**src/hw/core_pkg.sv**
```systemverilog
package core_pkg;

	localparam int WORD_W      = 32;
	localparam int PTR_W       = 30; // Word address
	localparam int REG_COUNT   = 16;
	localparam int QUEUE_DEPTH = 2;  // Also the sender's starting credits

	localparam logic [3:0] LINK_REG = 4'd14;

	localparam logic [3:0] ALU_AND = 4'd0;
	localparam logic [3:0] ALU_EOR = 4'd1;
	localparam logic [3:0] ALU_SUB = 4'd2;
	localparam logic [3:0] ALU_ADD = 4'd4;
	localparam logic [3:0] ALU_ADC = 4'd5;
	localparam logic [3:0] ALU_ORR = 4'd12;
	localparam logic [3:0] ALU_MOV = 4'd13;
	localparam logic [3:0] ALU_BIC = 4'd14;

	localparam logic [1:0] SHIFT_LSL = 2'd0;
	localparam logic [1:0] SHIFT_LSR = 2'd1;
	localparam logic [1:0] SHIFT_ASR = 2'd2;
	localparam logic [1:0] SHIFT_ROR = 2'd3;

	// Upper 15 bits are common to both views
	typedef union packed {
		struct packed {
			logic [3:0]  opcode;
			logic        is_imm;
			logic        shift_by_reg;
			logic [3:0]  rd;
			logic [3:0]  rn;
			logic        set_flags;
			logic [4:0]  reserved;
			logic [11:0] imm12;
		} imm_view;
		struct packed {
			logic [3:0]  opcode;
			logic        is_imm;
			logic        shift_by_reg;
			logic [3:0]  rd;
			logic [3:0]  rn;
			logic        set_flags;
			logic [3:0]  rm;
			logic [3:0]  rs;
			logic [1:0]  shift_type;
			logic [5:0]  shift_imm;
			logic        reserved;
		} reg_view;
	} insn_word_u;

endpackage

```
**src/hw/core_insn_queue.sv**
```systemverilog
`timescale 1ns/1ps

module core_insn_queue
	import core_pkg::*;
(
	input  logic       clk,
	input  logic       rst_n,
	input  logic       insn_valid,
	input  insn_word_u insn,
	input  logic       pop,
	output insn_word_u head,
	output logic       head_valid,
	output logic       credit_return
);

	insn_word_u mem [QUEUE_DEPTH];

	logic [$clog2(QUEUE_DEPTH)-1:0] wr_ptr, rd_ptr;
	logic [$clog2(QUEUE_DEPTH+1)-1:0] count;

	assign head       = mem[rd_ptr];
	assign head_valid = count != '0;

	always_ff @(posedge clk)
		if (insn_valid)
			mem[wr_ptr] <= insn;

	always_ff @(posedge clk or negedge rst_n) begin
		if (!rst_n) begin
			wr_ptr        <= '0;
			rd_ptr        <= '0;
			count         <= '0;
			credit_return <= 1'b0;
		end else begin
			credit_return <= pop; // One credit back per popped entry
			if (insn_valid)
				wr_ptr <= wr_ptr + 1'b1; // Depth is a power of two
			if (pop)
				rd_ptr <= rd_ptr + 1'b1;
			case ({insn_valid, pop})
				2'b10:   count <= count + 1'b1;
				2'b01:   count <= count - 1'b1;
				default: count <= count;
			endcase
		end
	end

endmodule

```
**src/hw/core_decode.sv**
```systemverilog
`timescale 1ns/1ps

module core_decode
	import core_pkg::*;
(
	input  insn_word_u  head,
	output logic [3:0]  dec_alu_op,
	output logic [11:0] dec_imm,
	output logic [5:0]  dec_shift_imm,
	output logic        dec_is_imm,
	output logic        dec_shift_by_reg,
	output logic        dec_shr,
	output logic        dec_ror,
	output logic        dec_sign_extend,
	output logic        dec_put_carry,
	output logic        dec_undefined
);

	logic logical_op;

	assign dec_alu_op    = head.imm_view.opcode;
	assign dec_is_imm    = head.imm_view.is_imm;
	assign dec_put_carry = logical_op && head.imm_view.set_flags;

	always_comb begin
		dec_imm          = '0;
		dec_shift_imm    = '0;
		dec_shift_by_reg = 1'b0;
		dec_shr          = 1'b0;
		dec_ror          = 1'b0;
		dec_sign_extend  = 1'b0;

		if (dec_is_imm) begin
			dec_imm = head.imm_view.imm12; // No shift on an immediate
		end else begin
			dec_shift_imm    = head.reg_view.shift_imm;
			dec_shift_by_reg = head.reg_view.shift_by_reg;
			case (head.reg_view.shift_type)
				SHIFT_LSL: ;
				SHIFT_LSR: dec_shr = 1'b1;
				SHIFT_ASR: begin
					dec_shr         = 1'b1;
					dec_sign_extend = 1'b1;
				end
				SHIFT_ROR: dec_ror = 1'b1;
			endcase
		end
	end

	always_comb begin
		logical_op    = 1'b0;
		dec_undefined = 1'b0;
		case (dec_alu_op)
			ALU_AND, ALU_EOR, ALU_ORR, ALU_MOV, ALU_BIC: logical_op = 1'b1;
			ALU_SUB, ALU_ADD, ALU_ADC: ;
			default: dec_undefined = 1'b1;
		endcase
	end

endmodule

```
**src/hw/core_control_cycle.sv**
```systemverilog
`timescale 1ns/1ps

module core_control_cycle
	import core_pkg::*;
(
	input  logic             clk,
	input  logic             rst_n,
	input  insn_word_u       head,
	input  logic             head_valid,
	input  logic             dec_undefined,
	input  logic             trivial_shift,
	input  logic             data_snd_shift_by_reg,
	output logic             pop,
	output logic             cycle_issue,
	output logic             cycle_rd_indirect_shift,
	output logic             cycle_with_shift,
	output logic             cycle_exception,
	output logic             next_issue,
	output logic             next_rd_indirect_shift,
	output logic             next_with_shift,
	output logic             next_exception,
	output logic [PTR_W-1:0] pc,
	output logic [3:0]       ra_addr,
	output logic [3:0]       rb_addr,
	output logic [3:0]       wr_addr,
	output logic             wr_en,
	output logic             flags_en,
	output logic             result_valid,
	output logic             result_exception
);

	logic [3:0] rd_q, rm_q, rs_q;
	logic       set_flags_q, undefined_q;
	logic       idle, issue_plain, final_cycle;

	assign idle        = !(cycle_issue || cycle_rd_indirect_shift || cycle_with_shift ||
	                       cycle_exception);
	assign issue_plain = cycle_issue && !undefined_q && !data_snd_shift_by_reg;
	assign final_cycle = ((issue_plain || cycle_rd_indirect_shift) && trivial_shift) ||
	                     cycle_with_shift || cycle_exception;

	assign next_issue             = head_valid && (idle || final_cycle);
	assign next_rd_indirect_shift = cycle_issue && !undefined_q && data_snd_shift_by_reg;
	assign next_with_shift        = (issue_plain || cycle_rd_indirect_shift) && !trivial_shift;
	assign next_exception         = cycle_issue && undefined_q;
	assign pop                    = next_issue;

	assign rb_addr          = cycle_rd_indirect_shift ? rs_q : rm_q;
	assign wr_addr          = cycle_exception ? LINK_REG : rd_q;
	assign wr_en            = final_cycle;
	assign flags_en         = final_cycle && set_flags_q && !cycle_exception; // Exception keeps NZCV
	assign result_valid     = final_cycle;
	assign result_exception = cycle_exception;

	always_ff @(posedge clk or negedge rst_n) begin
		if (!rst_n) begin
			cycle_issue             <= 1'b0;
			cycle_rd_indirect_shift <= 1'b0;
			cycle_with_shift        <= 1'b0;
			cycle_exception         <= 1'b0;
			pc                      <= '0;
			rd_q                    <= '0;
			ra_addr                 <= '0;
			rm_q                    <= '0;
			rs_q                    <= '0;
			set_flags_q             <= 1'b0;
			undefined_q             <= 1'b0;
		end else begin
			cycle_issue             <= next_issue;
			cycle_rd_indirect_shift <= next_rd_indirect_shift;
			cycle_with_shift        <= next_with_shift;
			cycle_exception         <= next_exception;
			if (final_cycle)
				pc <= pc + 1'b1; // Index of the instruction in flight
			if (next_issue) begin
				rd_q        <= head.reg_view.rd;
				ra_addr     <= head.reg_view.rn;
				rm_q        <= head.reg_view.rm;
				rs_q        <= head.reg_view.rs;
				set_flags_q <= head.reg_view.set_flags;
				undefined_q <= dec_undefined;
			end
		end
	end

endmodule

```
**src/hw/core_control_data.sv**
```systemverilog
`timescale 1ns/1ps

module core_control_data
	import core_pkg::*;
(
	input  logic              clk,
	input  logic              rst_n,
	input  logic [3:0]        dec_alu_op,
	input  logic [11:0]       dec_imm,
	input  logic [5:0]        dec_shift_imm,
	input  logic              dec_is_imm,
	input  logic              dec_shift_by_reg,
	input  logic              dec_shr,
	input  logic              dec_ror,
	input  logic              dec_sign_extend,
	input  logic              dec_put_carry,
	input  logic [WORD_W-1:0] rd_value_a,
	input  logic [WORD_W-1:0] rd_value_b,
	input  logic [WORD_W-1:0] q_shifter,
	input  logic              c_shifter,
	input  logic              cycle_rd_indirect_shift,
	input  logic              cycle_with_shift,
	input  logic              cycle_exception,
	input  logic              next_issue,
	input  logic              next_rd_indirect_shift,
	input  logic              next_with_shift,
	input  logic              next_exception,
	input  logic [PTR_W-1:0]  pc,
	input  logic              flag_c,
	input  logic              flag_v,
	output logic [3:0]        alu,
	output logic [WORD_W-1:0] alu_a,
	output logic [WORD_W-1:0] alu_b,
	output logic [WORD_W-1:0] shifter_base,
	output logic [7:0]        shifter_shift,
	output logic              shifter_shr,
	output logic              shifter_ror,
	output logic              shifter_sign_extend,
	output logic              shifter_put_carry,
	output logic              c_in,
	output logic              v_in,
	output logic              trivial_shift,
	output logic              data_snd_shift_by_reg
);

	logic [WORD_W-1:0] saved_base;
	logic [11:0]       data_imm;
	logic [5:0]        data_shift_imm;
	logic              data_snd_is_imm;

	assign trivial_shift = shifter_shift == '0;
	assign shifter_base  = alu_b;

	always_comb begin
		if (cycle_rd_indirect_shift)
			shifter_shift = rd_value_b[7:0]; // Low byte of rs
		else
			shifter_shift = {2'b00, data_shift_imm};

		if (cycle_exception)
			alu_a = {pc, 2'b00};
		else
			alu_a = rd_value_a;

		if (cycle_rd_indirect_shift || cycle_with_shift)
			alu_b = saved_base;
		else if (data_snd_is_imm)
			alu_b = {{(WORD_W - 12){1'b0}}, data_imm};
		else
			alu_b = rd_value_b;
	end

	always_ff @(posedge clk or negedge rst_n) begin
		if (!rst_n) begin
			alu                   <= '0;
			c_in                  <= 1'b0;
			v_in                  <= 1'b0;
			saved_base            <= '0;
			data_imm              <= '0;
			data_shift_imm        <= '0;
			data_snd_is_imm       <= 1'b0;
			data_snd_shift_by_reg <= 1'b0;
			shifter_shr           <= 1'b0;
			shifter_ror           <= 1'b0;
			shifter_sign_extend   <= 1'b0;
			shifter_put_carry     <= 1'b0;
		end else if (next_issue) begin
			alu                   <= dec_alu_op;
			c_in                  <= flag_c; // Already includes this cycle's flag write
			v_in                  <= flag_v;
			data_imm              <= dec_imm;
			data_shift_imm        <= dec_shift_imm;
			data_snd_is_imm       <= dec_is_imm;
			data_snd_shift_by_reg <= dec_shift_by_reg;
			shifter_shr           <= dec_shr;
			shifter_ror           <= dec_ror;
			shifter_sign_extend   <= dec_sign_extend;
			shifter_put_carry     <= dec_put_carry;
		end else if (next_rd_indirect_shift) begin
			saved_base            <= rd_value_b; // rm, before the shift
			data_snd_shift_by_reg <= 1'b0;
		end else if (next_with_shift) begin
			c_in       <= c_shifter;
			saved_base <= q_shifter;
		end else if (next_exception) begin
			alu             <= ALU_ADD; // Return address pc*4 + 4
			data_imm        <= 12'd4;
			data_snd_is_imm <= 1'b1;
		end
	end

endmodule

```
**src/hw/core_shifter.sv**
```systemverilog
`timescale 1ns/1ps

module core_shifter
	import core_pkg::*;
(
	input  logic [WORD_W-1:0] base,
	input  logic [7:0]        shift,
	input  logic              shr,
	input  logic              ror,
	input  logic              sign_extend,
	input  logic              put_carry,
	input  logic              c_in,
	output logic [WORD_W-1:0] q,
	output logic              c_out
);

	logic [WORD_W:0]     lsl_wide;   // Carry on top
	logic [WORD_W+1:0]   shr_wide;   // Fill, base, carry
	logic [2*WORD_W-1:0] ror_wide;
	logic                c_last;

	always_comb begin
		lsl_wide = {1'b0, base} << shift;
		shr_wide = $signed({sign_extend & base[WORD_W-1], base, 1'b0}) >>> shift;
		ror_wide = {base, base} >> shift[4:0];

		if (ror) begin
			q      = ror_wide[WORD_W-1:0];
			c_last = q[WORD_W-1];
		end else if (shr) begin
			q      = shr_wide[WORD_W:1];
			c_last = shr_wide[0];
		end else begin
			q      = lsl_wide[WORD_W-1:0];
			c_last = lsl_wide[WORD_W];
		end

		c_out = (put_carry && shift != '0) ? c_last : c_in;
	end

endmodule

```
**src/hw/core_alu.sv**
```systemverilog
`timescale 1ns/1ps

module core_alu
	import core_pkg::*;
(
	input  logic [3:0]        op,
	input  logic [WORD_W-1:0] a,
	input  logic [WORD_W-1:0] b,
	input  logic              c_in,
	input  logic              v_in,
	output logic [WORD_W-1:0] q,
	output logic [3:0]        nzcv
);

	logic [WORD_W:0] sum;
	logic [WORD_W-1:0] b_eff;
	logic carry_in, c, v, arith;

	always_comb begin
		arith    = 1'b1;
		b_eff    = b;
		carry_in = 1'b0;
		case (op)
			ALU_SUB: begin
				b_eff    = ~b;
				carry_in = 1'b1; // C set means no borrow
			end
			ALU_ADC: carry_in = c_in;
			ALU_ADD: ;
			default: arith = 1'b0;
		endcase

		sum = {1'b0, a} + {1'b0, b_eff} + {{WORD_W{1'b0}}, carry_in};

		case (op)
			ALU_AND: q = a & b;
			ALU_EOR: q = a ^ b;
			ALU_ORR: q = a | b;
			ALU_MOV: q = b;
			ALU_BIC: q = a & ~b;
			default: q = sum[WORD_W-1:0];
		endcase

		c = arith ? sum[WORD_W] : c_in;
		v = arith ? (a[WORD_W-1] == b_eff[WORD_W-1]) && (q[WORD_W-1] != a[WORD_W-1]) : v_in;
		nzcv = {q[WORD_W-1], q == '0, c, v};
	end

endmodule

```
**src/hw/core_regfile.sv**
```systemverilog
`timescale 1ns/1ps

module core_regfile
	import core_pkg::*;
(
	input  logic              clk,
	input  logic              rst_n,
	input  logic [3:0]        ra_addr,
	input  logic [3:0]        rb_addr,
	input  logic [3:0]        wr_addr,
	input  logic              wr_en,
	input  logic              flags_en,
	input  logic [WORD_W-1:0] wr_data,
	input  logic [3:0]        nzcv_in,
	output logic [WORD_W-1:0] rd_value_a,
	output logic [WORD_W-1:0] rd_value_b,
	output logic [3:0]        flags
);

	logic [WORD_W-1:0] regs [REG_COUNT];
	logic [3:0]        flags_q;

	assign rd_value_a = regs[ra_addr];
	assign rd_value_b = regs[rb_addr];
	assign flags      = flags_en ? nzcv_in : flags_q; // Value after this edge

	always_ff @(posedge clk or negedge rst_n) begin
		if (!rst_n) begin
			for (int i = 0; i < REG_COUNT; i++)
				regs[i] <= '0;
			flags_q <= '0;
		end else begin
			if (wr_en)
				regs[wr_addr] <= wr_data;
			if (flags_en)
				flags_q <= nzcv_in;
		end
	end

endmodule

```
**src/hw/core_exec_top.sv**
```systemverilog
`timescale 1ns/1ps

module core_exec_top
	import core_pkg::*;
(
	input  logic              clk,
	input  logic              rst_n,
	input  logic              insn_valid,
	input  insn_word_u        insn,
	output logic              credit_return,
	output logic              result_valid,
	output logic [3:0]        result_rd,
	output logic [WORD_W-1:0] result_value,
	output logic [3:0]        result_flags,
	output logic              result_exception
);

	insn_word_u        head;
	logic              head_valid, pop;
	logic [3:0]        dec_alu_op;
	logic [11:0]       dec_imm;
	logic [5:0]        dec_shift_imm;
	logic              dec_is_imm, dec_shift_by_reg, dec_shr, dec_ror;
	logic              dec_sign_extend, dec_put_carry, dec_undefined;
	logic              cycle_issue, cycle_rd_indirect_shift, cycle_with_shift, cycle_exception;
	logic              next_issue, next_rd_indirect_shift, next_with_shift, next_exception;
	logic [PTR_W-1:0]  pc;
	logic [3:0]        ra_addr, rb_addr, wr_addr;
	logic              wr_en, flags_en;
	logic [WORD_W-1:0] rd_value_a, rd_value_b, q_shifter, alu_a, alu_b, shifter_base;
	logic [3:0]        alu, nzcv;
	logic [7:0]        shifter_shift;
	logic              shifter_shr, shifter_ror, shifter_sign_extend, shifter_put_carry;
	logic              c_shifter, c_in, v_in, trivial_shift, data_snd_shift_by_reg;

	assign result_rd = wr_addr;

	core_insn_queue queue0 (
		.clk, .rst_n, .insn_valid, .insn, .pop, .head, .head_valid, .credit_return
	);

	core_decode decode0 (
		.head, .dec_alu_op, .dec_imm, .dec_shift_imm, .dec_is_imm, .dec_shift_by_reg,
		.dec_shr, .dec_ror, .dec_sign_extend, .dec_put_carry, .dec_undefined
	);

	core_control_cycle cycle0 (
		.clk, .rst_n, .head, .head_valid, .dec_undefined, .trivial_shift,
		.data_snd_shift_by_reg, .pop, .cycle_issue, .cycle_rd_indirect_shift,
		.cycle_with_shift, .cycle_exception, .next_issue, .next_rd_indirect_shift,
		.next_with_shift, .next_exception, .pc, .ra_addr, .rb_addr, .wr_addr, .wr_en,
		.flags_en, .result_valid, .result_exception
	);

	core_control_data data0 (
		.clk, .rst_n, .dec_alu_op, .dec_imm, .dec_shift_imm, .dec_is_imm, .dec_shift_by_reg,
		.dec_shr, .dec_ror, .dec_sign_extend, .dec_put_carry, .rd_value_a, .rd_value_b,
		.q_shifter, .c_shifter, .cycle_rd_indirect_shift, .cycle_with_shift,
		.cycle_exception, .next_issue, .next_rd_indirect_shift, .next_with_shift,
		.next_exception, .pc, .flag_c(result_flags[1]), .flag_v(result_flags[0]), .alu,
		.alu_a, .alu_b, .shifter_base, .shifter_shift, .shifter_shr, .shifter_ror,
		.shifter_sign_extend, .shifter_put_carry, .c_in, .v_in, .trivial_shift,
		.data_snd_shift_by_reg
	);

	core_shifter shifter0 (
		.base(shifter_base), .shift(shifter_shift), .shr(shifter_shr), .ror(shifter_ror),
		.sign_extend(shifter_sign_extend), .put_carry(shifter_put_carry), .c_in,
		.q(q_shifter), .c_out(c_shifter)
	);

	core_alu alu0 (
		.op(alu), .a(alu_a), .b(alu_b), .c_in, .v_in, .q(result_value), .nzcv
	);

	core_regfile regs0 (
		.clk, .rst_n, .ra_addr, .rb_addr, .wr_addr, .wr_en, .flags_en,
		.wr_data(result_value), .nzcv_in(nzcv), .rd_value_a, .rd_value_b,
		.flags(result_flags)
	);

endmodule

```
**config.mk**
```make
export PLATFORM = sky130hd
export DESIGN_NAME = core_exec_top
export DESIGN_NICKNAME = d
export VERILOG_FILES = /design/src/hw/core_pkg.sv /design/src/hw/core_insn_queue.sv /design/src/hw/core_decode.sv /design/src/hw/core_control_cycle.sv /design/src/hw/core_control_data.sv /design/src/hw/core_shifter.sv /design/src/hw/core_alu.sv /design/src/hw/core_regfile.sv /design/src/hw/core_exec_top.sv
export SDC_FILE = /design/constraint.sdc
export NUM_CORES = 2
export LEC_CHECK = 0
export BUFFER_PORTS_ARGS = -buffer_cell sky130_fd_sc_hd__clkbuf_2
export CORE_MARGIN = 2
export CORE_UTILIZATION = 60
export DETAILED_ROUTE_END_ITERATION = 10
export PLACE_DENSITY = 0.81
export SLEW_MARGIN = 20
export SYNTH_ARGS = -nofsm -noshare
export SYNTH_HDL_FRONTEND = slang
export SYNTH_SLANG_ARGS = --single-unit
```
**constraint.sdc**
```tcl
create_clock -name clk -period 19.55 [get_ports clk]
set_input_delay 3.91 -clock clk [delete_from_list [all_inputs] [get_ports clk]]
set_output_delay 3.91 -clock clk [all_outputs]
set_load 0.01 [all_outputs]
```
## Word-level counts from Yosys, hierarchy flattened

Memories as Yosys holds them, arrays and structs flattened.
Index checks and enable logic that the tools add are counted.

| word-level totals | value |
|---|---|
| flip-flop bits (word level) | 634 |
| latch bits | 0 |
| RAM bits | 64 |
| bits in read-only memories | 0 |
| word-level logic and storage cells | 196 |
| memories kept | 1 |

Memory list:

| name | depth | width | read ports | clocked after memory_dff | write ports | RTL line | source |
|---|---|---|---|---|---|---|---|
| queue0.mem | 2 | 32 | 1 | 0 | 1 | core_insn_queue.sv:16 | `insn_word_u mem [QUEUE_DEPTH];` |

| cells by class | value |
|---|---|
| add/sub/neg operators | 7 |
| $mul | 0 |
| divide/modulo/power cells | 0 |
| $lt $le $gt $ge | 4 |
| equality and inequality tests | 23 |
| shift-type cells | 3 |
| multiplexer cells | 60 |
| bitwise gates (word level) | 10 |
| reduce and logical (&&, ||, !) cells | 45 |

Operator list:

| kind | count |
|---|---|
| 512-bit bitwise mux | 1 |
| 32-bit 2-to-1 mux | 13 |
| 32-bit binary-select mux with 4-bit select | 2 |
| 32-bit one-hot mux with 5 select lines | 1 |
| 32-bit demux with 4-bit select | 1 |
| 32-bit AND | 2 |
| 64-bit by 5-bit right shift with 32-bit output | 1 |
| 12-bit 2-to-1 mux | 5 |
| 34-bit by 8-bit >>> shifter with 33-bit output | 1 |
| 32-bit by 32-bit adder with 33-bit output | 1 |
| 33-bit by 1-bit adder with 33-bit output | 1 |
| 32-bit by 8-bit left shift with 33-bit output | 1 |
| 32-bit zero test | 1 |
| 32-bit NOT | 1 |
| 32-bit bitwise OR | 1 |
| 32-bit bitwise XOR | 1 |
| 30-bit by 1-bit adder with 30-bit output (second input constant) | 1 |
| 4-bit 2-to-1 mux | 7 |
| 1-bit 2-to-1 mux | 26 |
| 4-bit equality test (second input constant) | 6 |
| 4-bit by 3-bit equality test with 1-bit output (second input constant) | 4 |
| 5-bit >= comparator (second input constant) | 3 |
| 4-bit NOT with 5-bit output | 3 |
| 2-bit nonzero test | 7 |
| 29 further kinds | 61 |

## Logic depth before layout (Yosys ltp)

| depth | value |
|---|---|
| word-level depth | 17 |
| depth in mapped cells | 29 |
| gate-level depth less buffers | 21 |

## Cells and area by module

From an unflattened synthesis, not the netlist that was laid out.

| unflattened totals | value |
|---|---|
| cells, all modules | 3909 |
| area, all modules | 46611.0 sq um |

By module, submodules not included:

| module | instances | cells an instance | area an instance (sq um) |
|---|---|---|---|
| core_regfile | 1 | 1682 | 26599.3 |
| core_shifter | 1 | 800 | 6200.9 |
| core_alu | 1 | 676 | 4563.1 |
| core_control_data | 1 | 404 | 3935.0 |
| core_insn_queue | 1 | 116 | 2667.6 |
| core_control_cycle | 1 | 191 | 2386.0 |
| core_decode | 1 | 40 | 259.0 |

## Worst setup path before layout

No wires, ideal clock.

| timing | value |
|---|---|
| path type | flip-flop to output port |
| from | register cycle0.ra_addr[0] |
| to | output result_flags[2] |
| data arrival time | 6.142 ns |
| path slack | 9.498 ns |
| cell stages (with the launch flop) | 23 |
| path buffers | 4 |
| cells stage by stage | dfrtp_1 > clkbuf_1 > buf_2 > buf_2 > buf_1 > mux4_2 > mux4_2 > nand2_1 > fa_1 > inv_1 > fa_1 > a211oi_1 > o21a_1 > o21ai_0 > nand4_1 > a31oi_1 > o21ai_0 > a2111oi_0 > a211oi_1 > nor4bb_1 > and4_1 > and4_1 > a22o_1 |

| between the ends | value |
|---|---|
| longest elaborated chain between the ends | 10 |
| elaborated cells on any way between the ends | 14 |
| those cells by class | add/sub: 2; mux: 6; bitwise: 5; reduce/logical: 1 |

RTL lines:

| item | RTL line | source |
|---|---|---|
| start, declared | core_control_cycle.sv:23 | `output logic [3:0] ra_addr,` |
| start signal, assigned | core_control_cycle.sv:77 | `ra_addr <= head.reg_view.rn;` |
| 4-bit NOT with 5-bit output (not written as such) * | core_regfile.sv:23 | `assign rd_value_a = regs[ra_addr];` |
| 32-bit binary-select mux with 4-bit select * | core_regfile.sv:23 |  |
| 32-bit 2-to-1 mux (not written as such) * (2 in a row) | core_regfile.sv:23 |  |
| 32-bit 2-to-1 mux * | core_control_data.sv:60 | `if (cycle_exception)` |
| 32-bit by 32-bit adder with 33-bit output | core_alu.sv:33 | `sum = {1'b0, a} + {1'b0, b_eff} + {{WORD_W{1'b0}}, carry_in};` |
| 33-bit by 1-bit adder with 33-bit output | core_alu.sv:33 |  |
| 32-bit one-hot mux with 5 select lines * | core_alu.sv:35 | `case (op)` |
| 32-bit zero test * | core_alu.sv:46 | `nzcv = {q[WORD_W-1], q == '0, c, v};` |
| 4-bit 2-to-1 mux * | - |  |
| end, declared | core_exec_top.sv:14 | `output logic [3:0] result_flags,` |

Mark *: on every way between the ends. The rest lies on a longest branch, timed or not. The select of a mux whose other input is x is not followed.

## Worst setup path in the final report

| timing | value |
|---|---|
| from | register cycle0.cycle_rd_indirect_shift |
| to | output result_flags[2] |

| between the ends | value |
|---|---|
| longest elaborated chain between the ends | 14 |
| elaborated cells on any way between the ends | 27 |
| those cells by class | add/sub: 2; mux: 10; bitwise: 6; reduce/logical: 9 |

RTL lines:

| item | RTL line | source |
|---|---|---|
| start, declared | core_control_cycle.sv:15 | `output logic cycle_rd_indirect_shift,` |
| start signal, assigned | core_control_cycle.sv:70 | `cycle_rd_indirect_shift <= next_rd_indirect_shift;` |
| 4-bit 2-to-1 mux | core_control_cycle.sv:48 | `assign rb_addr = cycle_rd_indirect_shift ? rs_q : rm_q;` |
| 4-bit NOT with 5-bit output (not written as such) | core_regfile.sv:24 | `assign rd_value_b = regs[rb_addr];` |
| 32-bit binary-select mux with 4-bit select | core_regfile.sv:24 |  |
| 32-bit 2-to-1 mux (not written as such) (2 in a row) | core_regfile.sv:24 |  |
| 32-bit 2-to-1 mux | core_control_data.sv:67 | `else if (data_snd_is_imm)` |
| 32-bit 2-to-1 mux | core_control_data.sv:65 | `if (cycle_rd_indirect_shift \|\| cycle_with_shift)` |
| 32-bit NOT | core_alu.sv:25, core_alu.sv:40 |  |
| 32-bit 2-to-1 mux | core_alu.sv:23 | `case (op)` |
| 32-bit by 32-bit adder with 33-bit output | core_alu.sv:33 |  |
| 33-bit by 1-bit adder with 33-bit output | core_alu.sv:33 |  |
| 32-bit one-hot mux with 5 select lines | core_alu.sv:35 |  |
| 32-bit zero test | core_alu.sv:46 |  |
| 4-bit 2-to-1 mux * | - |  |

Marked as above.

==> metrics.md <==
| Metric | Value |
|---|---|
| TritonCTS Buffers | 73 |
| Status | finished, final reports clean |
| Arrival time worst endpoint | 9300 ps |
| Netlist Area Pre-Place | 45100 µm² |
| Nets | 4591 |
| Hold Vio Cnt, Final | 0 |
| Post_cts resized | 0 |
| Max Cap Viol | 0 |
| CTS max path bufs | 3 |
| Crit path max fanout | 52 |
| Clk root buf | clkbuf_16 |
| Synth unique cells | 114 |
| Cells after Synth | 4576 |
| Slew Limit Fails | 0 |
| CP required | 15640 ps |
| Clock Sinks | 698 |
| Core area | between 70000 and 80000 µm² |
| Num rows | 100 |
| Sequential share of the synthesized area | 39.4% |
| Number of synthesized flops with an enable pin | 64 |
| H-tree depth | 3 |
| Post-Synth Simple-Gate Area | 13.1% |
| Synthesized area per cell | around 10 µm² |
| Minimum clock period | 13210 ps |
| Main synth FF type | dfrtp_1 |
| Crit share post-route | approximately 68% |
| Syn-to-layout area delta | 8.37% |
| Multiplexer share of the synthesized area | 21.8% |
| Remaining DRCs | 0 |
| RSZ-0062 raised after global routing | no |
| Post-synthesis adder-cell area fraction | 1.95% |
| Critical Setup Path Class | reg2out |
| Antenna Violating Nets Remaining | 0 |
| CTS Hold Bufs | 0 |
| Worst skew pair latency | between 600 and 700 ps |
| TritonCTS clock tree | built |
| Top flop regs | regs0.regs: 512 flops, queue0.mem: 64 flops, data0.saved_base: 32 flops |
| Worst-path cell chain | buf_4, mux2_8, buf_4, mux4_2, nand2_1, nand4_1, mux2_2, a21boi_0, xnor2_1, ha_1, o21a_1, o211ai_1, a21oi_1, a31oi_1, nor4b_1, o41ai_1, xnor2_1, a211oi_2, inv_1, nor4_1, and4_1, and4_1, a22o_1, clkbuf_2 |
| DRT iter0 DRCs | between 6000 and 7000 |
| Filler Cells Inserted | ~5600 |
| IO Port Bufs | 77 |
| Top reg by flops | regs0.regs |
| Syn Nets | 4680 |
| Reg clk slew, reported paths | 70 ps |
| Ports | ~80 |
| Router iterations before antenna repair | 8 |
| Async SR Flop Fraction | 90.8% |
| Gr ovfl total | 0 |
| HPWL after DPL | roughly 130 mm |
| WL final | 187 mm |
| Synthesized flop and latch total | 698 |
| Area contributors post-synth | dfrtp_1 (35%), mux4_2 (12%), mux2i_1 (6.8%) |
| Die footprint | 77400 µm² |
| Slowest CP cell | a211oi_2 |
| First-pass GRT wire length | 272 mm |
| Avg Vias per Cell | 7.48 |
| Combinational family with the most area after synthesis | multiplexers |
| Synth Area in Compound Gates | between 10% and 20% |
| Relative slew slack | 17.0% |
| Startpoint Class | register |
| RD Place Congestion | ~1.1 |
| Die Y | 278 µm |
| Xor/xnor cell area share of the yosys netlist | 1.69% |
| Setup violations, final | 0 |
| Layout cell share with drive strength beyond 1 | between 10% and 20% |
| Clock Skew | 47.5 ps |
| Synth warn | 0 |
| Initial antenna violation count | 8 |
| Post-synth top area share | 35.2% |
| Largest net degree at the start of global routing | between 150 and 200 |
| Vias | approximately 41000 |
| Largest stage delay, worst path | between 800 and 900 ps |
| Post-CTS setup buffers | 0 |
| Worst Setup End Kind | output pin |
| Initial Util | between 60% and 70% |
| Hold WC Path Type | reg2reg |
| Number of global-route vias before repair | 39922 |
| Slew @ Worst Pin | about 1200 ps |
| Max FFs per register | around 510 |
| Fmax | 75.7 MHz |
| Wirelength per Cell | 33.8 µm |
| Horiz. Die Dim | 278 µm |
| Sum of negative setup slack | 0 ps |
| Overall Global Routing Usage | 48.2% |
| Largest area contributor in the synthesized netlist | dfrtp_1 |
==> through the flow <==
stage | util (%) | area (µm²) | hold slack [ps] | instances | worst slack (ps)
floorplan | - | 45100 | 440 | 4576 | 9500
global placement | 62.1 | 46200 | 454 | 5379 | 7450
detailed placement | 62.1 | 46200 | 461 | 5379 | 7290
CTS | 65.6 | 48800 | 476 | 5510 | 6570
global route | 65.6 | 48900 | 496 | 5512 | 5790
finish | 65.7 | 48900 | 472 | 5514 | 6340
==> final timing paths <==
check | startpoint | to | slack, ps | cells past startpoint
max | cycle0.cycle_rd_indirect_shift | result_flags[2] | 6340 | 24
min | data0.data_shift_imm[2] | data0.data_shift_imm[2] | 470 | 2
max reg2reg | cycle0.cycle_rd_indirect_shift | regs0.flags_q[2] | 10950 | 23
min reg2reg | data0.data_shift_imm[2] | data0.data_shift_imm[2] | 470 | 2
max in group asynchronous | rst_n | cycle0.pc[13] | 13810 | 3
min in group asynchronous | rst_n | regs0.regs[112] | 3310 | 1
==> layout make-up <==
class	instances	area (µm²)	area share, %
clock inverter	30	473	0.968
sequential	698	17800	36.4
timing repair buffer	209	1430	2.93
antenna	2	5.00	0.0102
tap	969	1210	2.48
inverter	86	325	0.666
clock buffer	101	2090	4.29
multi-input combinational	3419	25500	52.2
==> Yosys cell counts, drive strengths merged, types with 22 or more instances <==
library cell,number
nand2,806
dfrtp,634
o21ai,501
mux2i,313
nor2,259
clkbuf,245
mux4,241
a21oi,225
buf,128
mux2,109
a22oi,102
inv,83
nand3,72
ha,67
xnor2,65
edfxtp,64
a211oi,44
nor3,43
and3,37
o22ai,35
a21o,27
a221oi,27
a31oi,27
o211ai,27
nand4,26
o21a,22
o221ai,22
xor2,22
==> kinds of logic after synthesis <==
kind of cell / after synthesis
and+or+nand+nor: 1373
AOI/OAI and AO/OA: 1227
xor gates and xnor gates: 87
adders and majority gates: 69
muxes: 663
DFF: 698
buffers and inverters: 459
==> placed cells by master (no fill, tap or decap), types with 26 or more instances in the layout <==
| master | n |
|---|---|
| inv_1 | 78 |
| clkbuf_2 | 76 |
| a31oi_1 | 27 |
| nor2_1 | 251 |
| a21oi_1 | 217 |
| mux2i_1 | 305 |
| mux2_2 | 93 |
| clkbuf_16 | 75 |
| mux4_2 | 241 |
| xnor2_1 | 65 |
| o21ai_1 | 75 |
| a211oi_1 | 36 |
| and3_1 | 35 |
| nand3_1 | 69 |
| o211ai_1 | 26 |
| buf_4 | 127 |
| o21ai_0 | 425 |
| a22oi_1 | 85 |
| dfrtp_1 | 629 |
| edfxtp_1 | 64 |
| o22ai_1 | 33 |
| ha_1 | 67 |
| nor3_1 | 38 |
| nand2_1 | 796 |
==> critical path, delay by kind of cell (launching register included) <==
family	cells	cell delay, ps
flops	1	400
fa+ha+maj	1	400
simple gates	6	1250
compound gates	8	2880
xor+xnor	2	260
buf+inv	4	1620
mux	3	1690
==> metal layers <==
layer	track usage (%)	vias to the layer above	wire length (µm)
met4	34.2	8	16100
met1	60.3	20175	64700
met5	0	-	66
li1	-	16765	-
met2	70.7	3455	80500
met3	16.2	864	25200
Power is left out: the tool's default activity adds up to more than one toggle a clock period on the data nets, which glitch-free logic cannot reach.
